### config.mk
export PLATFORM = sky130hd
export DESIGN_NAME = butterfly_unit
export DESIGN_NICKNAME = d
export VERILOG_FILES = /design/src/verilog/ntt_arith_pkg.sv /design/src/verilog/ntt_ctrl_pkg.sv /design/src/verilog/butterfly_unit.sv
export SDC_FILE = /design/constraint.sdc
export NUM_CORES = 1
export LEC_CHECK = 0
export ABC_AREA = 1
export BUFFER_PORTS_ARGS = -buffer_cell sky130_fd_sc_hd__buf_2
export CELL_PAD_IN_SITES_DETAIL_PLACEMENT = 1
export CELL_PAD_IN_SITES_GLOBAL_PLACEMENT = 1
export CORE_ASPECT_RATIO = 1.25
export CORE_MARGIN = 2
export CORE_UTILIZATION = 50
export CTS_CLUSTER_DIAMETER = 50
export CTS_CLUSTER_SIZE = 30
export DETAILED_ROUTE_END_ITERATION = 16
export MAX_ROUTING_LAYER = met4
export PLACE_DENSITY_LB_ADDON = 0.1
export SYNTH_ARGS = -nofsm -noshare
export SYNTH_HDL_FRONTEND = slang
export SYNTH_SLANG_ARGS = --single-unit
### constraint.sdc
create_clock -name i_clk -period 0.8 [get_ports i_clk]
set_input_delay 0 -clock i_clk [delete_from_list [all_inputs] [get_ports i_clk]]
set_output_delay 0 -clock i_clk [all_outputs]
set_load 0.005 [all_outputs]
### src/verilog/ntt_arith_pkg.sv
`default_nettype none

package ntt_arith_pkg;

    localparam int Q = 3329;
    localparam int COEFF_W = 12;

    // canonical coefficient, always in 0 .. Q-1
    typedef logic [COEFF_W-1:0] coeff_t;

    // 128^-1 mod q
    localparam coeff_t F_INV = 12'd3303;
    // primitive 256th root of unity mod q
    localparam coeff_t ZETA_ROOT = 12'd17;

    function automatic coeff_t mod_add(input coeff_t a, input coeff_t b);
        logic [COEFF_W:0] s;
        s = {1'b0, a} + {1'b0, b};
        if (s >= Q) begin
            s = s - (COEFF_W + 1)'(Q);
        end
        return s[COEFF_W-1:0];
    endfunction

    function automatic coeff_t mod_sub(input coeff_t a, input coeff_t b);
        logic [COEFF_W:0] d;
        // a + q - b never goes negative
        d = {1'b0, a} + (COEFF_W + 1)'(Q) - {1'b0, b};
        if (d >= Q) begin
            d = d - (COEFF_W + 1)'(Q);
        end
        return d[COEFF_W-1:0];
    endfunction

    function automatic coeff_t mod_mul(input coeff_t a, input coeff_t b);
        logic [2*COEFF_W-1:0] p;
        p = a * b;
        return coeff_t'(p % Q);
    endfunction

    function automatic logic [6:0] bitrev7(input logic [6:0] x);
        logic [6:0] r;
        for (int i = 0; i < 7; i++) begin
            r[i] = x[6-i];
        end
        return r;
    endfunction

    // 17^bitrev7(k) mod q by square and multiply
    function automatic coeff_t zeta(input logic [6:0] k);
        logic [6:0] e;
        coeff_t r;
        coeff_t base;
        e = bitrev7(k);
        r = 12'd1;
        base = ZETA_ROOT;
        for (int i = 0; i < 7; i++) begin
            if (e[i]) begin
                r = mod_mul(r, base);
            end
            base = mod_mul(base, base);
        end
        return r;
    endfunction

endpackage

`default_nettype wire

### src/verilog/ntt_ctrl_pkg.sv
`default_nettype none

package ntt_ctrl_pkg;

    localparam int N = 256;
    localparam int NUM_BFU = 4;
    localparam int IDX_W = 8;
    localparam int LAYERS = 7;
    // butterfly steps per layer and per scale pass
    localparam int STEPS = N / (2 * NUM_BFU);
    localparam int STEP_W = $clog2(STEPS);

    typedef enum logic [1:0] {
        MODE_CT,
        MODE_GS,
        MODE_SCALE
    } bfu_mode_t;

    typedef struct packed {
        logic [IDX_W-1:0] lo;
        logic [IDX_W-1:0] hi;
    } pair_addr_t;

    typedef struct packed {
        logic                  valid;
        bfu_mode_t             mode;
        pair_addr_t            addr;
        ntt_arith_pkg::coeff_t twiddle;
    } bfu_cmd_t;

    // addresses ride along so writeback needs no side channel
    typedef struct packed {
        logic                  valid;
        pair_addr_t            addr;
        ntt_arith_pkg::coeff_t a;
        ntt_arith_pkg::coeff_t b;
    } bfu_result_t;

    typedef enum logic [2:0] {
        S_IDLE,
        S_LOAD,
        S_RUN,
        S_SCALE,
        S_UNLOAD
    } seq_state_t;

endpackage

`default_nettype wire

### src/verilog/butterfly_unit.sv
`timescale 1ns/1ns
`default_nettype none

module butterfly_unit (
    input  wire                          i_clk,
    input  wire                          i_rst,
    input  wire ntt_ctrl_pkg::bfu_cmd_t  i_cmd,
    input  wire ntt_arith_pkg::coeff_t   i_a,
    input  wire ntt_arith_pkg::coeff_t   i_b,
    output ntt_ctrl_pkg::bfu_result_t    o_res
);

    ntt_arith_pkg::coeff_t diff;
    ntt_arith_pkg::coeff_t mul_in;
    ntt_arith_pkg::coeff_t prod_a;
    ntt_arith_pkg::coeff_t prod_b;
    ntt_arith_pkg::coeff_t res_a;
    ntt_arith_pkg::coeff_t res_b;
    logic valid_q;
    ntt_ctrl_pkg::pair_addr_t addr_q;
    ntt_arith_pkg::coeff_t a_q;
    ntt_arith_pkg::coeff_t b_q;

    // upper multiplier is shared by ct, gs and scale
    assign diff = ntt_arith_pkg::mod_sub(i_b, i_a);
    assign mul_in = (i_cmd.mode == ntt_ctrl_pkg::MODE_GS) ? diff : i_b;
    assign prod_b = ntt_arith_pkg::mod_mul(i_cmd.twiddle, mul_in);
    // lower multiplier only matters in scale mode
    assign prod_a = ntt_arith_pkg::mod_mul(i_cmd.twiddle, i_a);

    always_comb begin
        case (i_cmd.mode)
            ntt_ctrl_pkg::MODE_CT: begin
                res_a = ntt_arith_pkg::mod_add(i_a, prod_b);
                res_b = ntt_arith_pkg::mod_sub(i_a, prod_b);
            end
            ntt_ctrl_pkg::MODE_GS: begin
                res_a = ntt_arith_pkg::mod_add(i_a, i_b);
                res_b = prod_b;
            end
            default: begin
                res_a = prod_a;
                res_b = prod_b;
            end
        endcase
    end

    always_ff @(posedge i_clk or posedge i_rst) begin
        if (i_rst) begin
            valid_q <= 1'b0;
        end else begin
            valid_q <= i_cmd.valid;
        end
    end

    always_ff @(posedge i_clk) begin
        addr_q <= i_cmd.addr;
        a_q <= res_a;
        b_q <= res_b;
    end

    assign o_res = '{valid: valid_q, addr: addr_q, a: a_q, b: b_q};

endmodule

`default_nettype wire

==> run metrics, run 1 <==
die width 216 um; register area share after synthesis 2.94%; run status did not finish; IO Port Bufs 97; standard-cell rows 97; Ys Warns 0; Starting Density 50.3%; Die Ht 269 um; Routability Congestion 0.969; synth unique cells 68; Log Error [ERROR DPL-0033] detailed placement checks failed during check placement.; syn_area_per_cell 6.01 um^2; DP HPWL 145 mm; Stop stage detailed placement (3_5_place_dp); Ports 98; Cells after Synth 4670; synthesized area 28100 um^2; Post-synth EDFFs 0; Mapped Nets 5142; Top FF cell, synth dfxtp_1; Post-synth ARST share 2.44%; synthesized flop and latch total 41
through the flow:
step / cell area [um^2] / setup WS [ps] / cells
2_1_floorplan: 29100 / -18130 / 4670
3_3_place_gp: 38600 / -18740 / 6584
cells in the mapped netlist, types with 36 or more instances:
library cell,number,area (um^2)
dfxtp_1,40,801
ha_1,211,2640
nor2_1,307,1150
xor2_1,140,1230
inv_2,53,199
nand4_1,82,513
clkbuf_1,38,143
nand2_2,239,1500
nand3_1,448,2240
nand3_2,36,360
fa_1,204,4080
nand2_1,1478,5550
o21ai_0,87,435
inv_1,757,2840
nor2_2,55,344
xnor2_1,38,333
a21oi_1,109,546
nand2_4,62,698
cell families after synthesis:
logic type,after synthesis,synth area share [%]
compound gates,293,6.28
xor+xnor,181,5.72
buf+inv,916,13.4
flops,41,2.94
simple gates,2824,47.7
fa+ha+maj,415,23.9
==> run 2: changes to the inputs <==
==> config.mk (replaced) <==
export PLATFORM = sky130hd
export DESIGN_NAME = butterfly_unit
export DESIGN_NICKNAME = d
export VERILOG_FILES = /design/src/verilog/ntt_arith_pkg.sv /design/src/verilog/ntt_ctrl_pkg.sv /design/src/verilog/butterfly_unit.sv
export SDC_FILE = /design/constraint.sdc
export NUM_CORES = 1
export LEC_CHECK = 0
export ABC_AREA = 1
export BUFFER_PORTS_ARGS = -buffer_cell sky130_fd_sc_hd__buf_2
export CORE_MARGIN = 2
export CORE_UTILIZATION = 40
export DETAILED_ROUTE_END_ITERATION = 16
export PLACE_DENSITY_LB_ADDON = 0.15
export SYNTH_ARGS = -nofsm -noshare
export SYNTH_HDL_FRONTEND = slang
export SYNTH_SLANG_ARGS = --single-unit
==> run metrics, run 2 <==
Post-synth ARST share 2.44% (unchanged); CTS tree done; worst setup slack after layout -18730 ps; H-Tree Depth 2; most frequent CP cell buf_4; worst setup path startpoint i_b[1]; Residual DRC 0; clock-pin slew on the worst setup and hold paths 70 ps; Antenna Violating Nets Remaining 0; Worst-Margin Slew 466 ps; slowest CP cell fa_1; largest net degree at the start of global routing 19; Final Hold Fails 0; Crit path required time 990 ps; first-pass GRT wire length 148 mm; Die Footprint 72300 um^2; Core Region 69800 um^2; drt initial violations 1610; per-cell routed wire length 12.9 um; Crit Path Max Fanout 8; layout cells sized above 1 41.9%; max cap viols 0; via count 33200; CP Capture Type flop; fill count 6410; syn_area_per_cell 6.01 um^2 (unchanged); Tcrit/Tclk final 2440%; register area share after synthesis 2.94% (unchanged); run status finished with violations; Placement Setup Slack -19480 ps; Ys Warns 0 (unchanged); CTS Buffer Depth 2; Routability Congestion 0.914 (-5.7%); grt total ovfl 0; Area Growth Syn to Fin 56.0%; Top FF cell, synth dfxtp_1; Die Ht 269 um (unchanged); final net count 6553; RSZ-0062 raised after global routing yes; Final setup viols 24; Final Cell Area 43800 um^2; die width 269 um (+25%); Commonest cells post-synth 1478 x nand2_1, 757 x inv_1, 448 x nand3_1; critical path arrival 19720 ps; Area contributors post-synth nand2_1 20%, fa_1 15%, inv_1 10%; mux contribution to synthesized area 0% (unchanged); final WL 90.9 mm; crit path capture b_q[2]$_DFF_P_; Hold WC Path Type in -> async; Crit Path Category in -> reg; IO Port Bufs 97 (unchanged); Vias/cell 4.72; largest family of logic cells by synthesized area simple AND/OR/NAND/NOR gates; synthesized area 28100 um^2 (unchanged); root buffer cell clkbuf_16; Placed Area 39000 um^2; CP max stage delay 560 ps; Mapped Nets 5142 (unchanged); post-synthesis adder-cell area fraction 23.9% (unchanged); vias in the first global route 31500; violated checks negative setup slack; initial antenna violation count 7; post-synthesis xor/xnor area fraction 5.72% (unchanged); post-synth top area cell nand2_1; most frequent cells in the layout 1293 x nand2_1, 1288 x buf_4, 707 x inv_1; Post-Synth Simple-Gate Area 47.7% (unchanged); TritonRoute pass-1 iters 7; Cells after Synth 4670 (unchanged); CTS Buf Count 5; DP HPWL 73.4 mm (-50%); most frequent cell after synthesis nand2_1; clock sink count 41; synth unique cells 68 (unchanged); synthesized flop and latch total 41 (unchanged); Period minus WS final 19530 ps; standard-cell rows 97 (unchanged); Highest Clock Rate 51.2 MHz; final slew viol count 0; commonest non-fill, non-tap cell in the layout nand2_1; compound-gate portion of the synthesized area 6.28% (unchanged); top-area cell type share of the netlist area 19.8% (unchanged); Starting Density 40.2% (-10 points); Ports 98 (unchanged); Total Routing Usage GR 24.3%; Max transition margin 68.8%; Post-synth EDFFs 0 (unchanged); max reg flops 16; critical path launch point type primary input
[run 2: cell counts after synthesis]
Identical to the previous run, type by type.
[run 2: worst min path at each step]
stage	start	depth (start not counted)	slack [ps]	to
after floorplan	i_rst	1	-270	valid_q$_DFF_PP0_
after global placement	i_rst	2	-170	valid_q$_DFF_PP0_
after detailed placement	i_rst	2	-160	valid_q$_DFF_PP0_
after CTS	i_rst	3	90	valid_q$_DFF_PP0_
after global routing	i_rst	3	110	valid_q$_DFF_PP0_
final	i_rst	3	80	valid_q$_DFF_PP0_
[run 2: cell families (layout without fill, tap and decap cells)]
| logic type | after synthesis | count (layout) |
|---|---|---|
| flip-flops | 41 | 41 |
| AO/OA/AOI/OAI | 293 | 293 |
| XOR/XNOR | 181 | 181 |
| adder cells (fa/ha/maj) | 415 | 415 |
| AND/OR/NAND/NOR | 2824 | 2832 |
| buffers and inverters | 916 | 2320 |
| other | 0 | 2 |
[run 2: critical path: cells and delay by family]
kind | cells | cell delay, ps
simple gates | 82 | 8230
buf+inv | 52 | 6040
fa+ha+maj | 9 | 3680
compound gates | 9 | 1270
xor+xnor | 3 | 470
[run 2: timing repair]
action	in CTS	in global routing
setup buffers	134	56
gates cloned	10	2
hold buffers	18	0
endpoints found under the hold margin	18	0
pin swaps	208	224
gates resized for setup	347	358
endpoints found under the setup margin	26	24
[run 2: layout make-up]
cell class,count,area (um^2),area share (%)
Timing Repair Buffer,1480,11400,26.0
Multi-Input combinational cell,3721,27000,61.7
Antenna cell,2,5.00,0.0114
Inverter,832,3210,7.33
Sequential cell,41,828,1.89
Clock inverter,2,37.5,0.0857
Tap cell,940,1180,2.68
Clock buffer,6,139,0.317
[run 2: per-stage QoR]
stage | setup TNS [ps] | hold WS, ps | cells | util, %
5_1_grt | -470740 | 111 | 7024 | 62.8
3_3_place_gp | -453820 | -167 | 6797 | 55.9
4_1_cts | -433510 | 92.7 | 6966 | 60.1
2_1_floorplan | -427300 | -271 | 4670 | -
3_5_place_dp | -461680 | -164 | 6797 | 55.9
6_report | -440980 | 82.9 | 7024 | 62.8
[run 2: per-layer routing]
| layer | share of wire [%] | GRT usage [%] | vias up |
|---|---|---|---|
| met5 | 0.074 | 0 | - |
| met4 | 1.7 | 3.45 | 10 |
| met3 | 3.7 | 1.45 | 115 |
| met2 | 50 | 43.3 | 531 |
| met1 | 45 | 32.8 | 15300 |
| li1 | - | - | 17300 |
Power of run 2 is not shown: default switching activity piles up to over one toggle a cycle in this logic, so the estimate is an artifact.
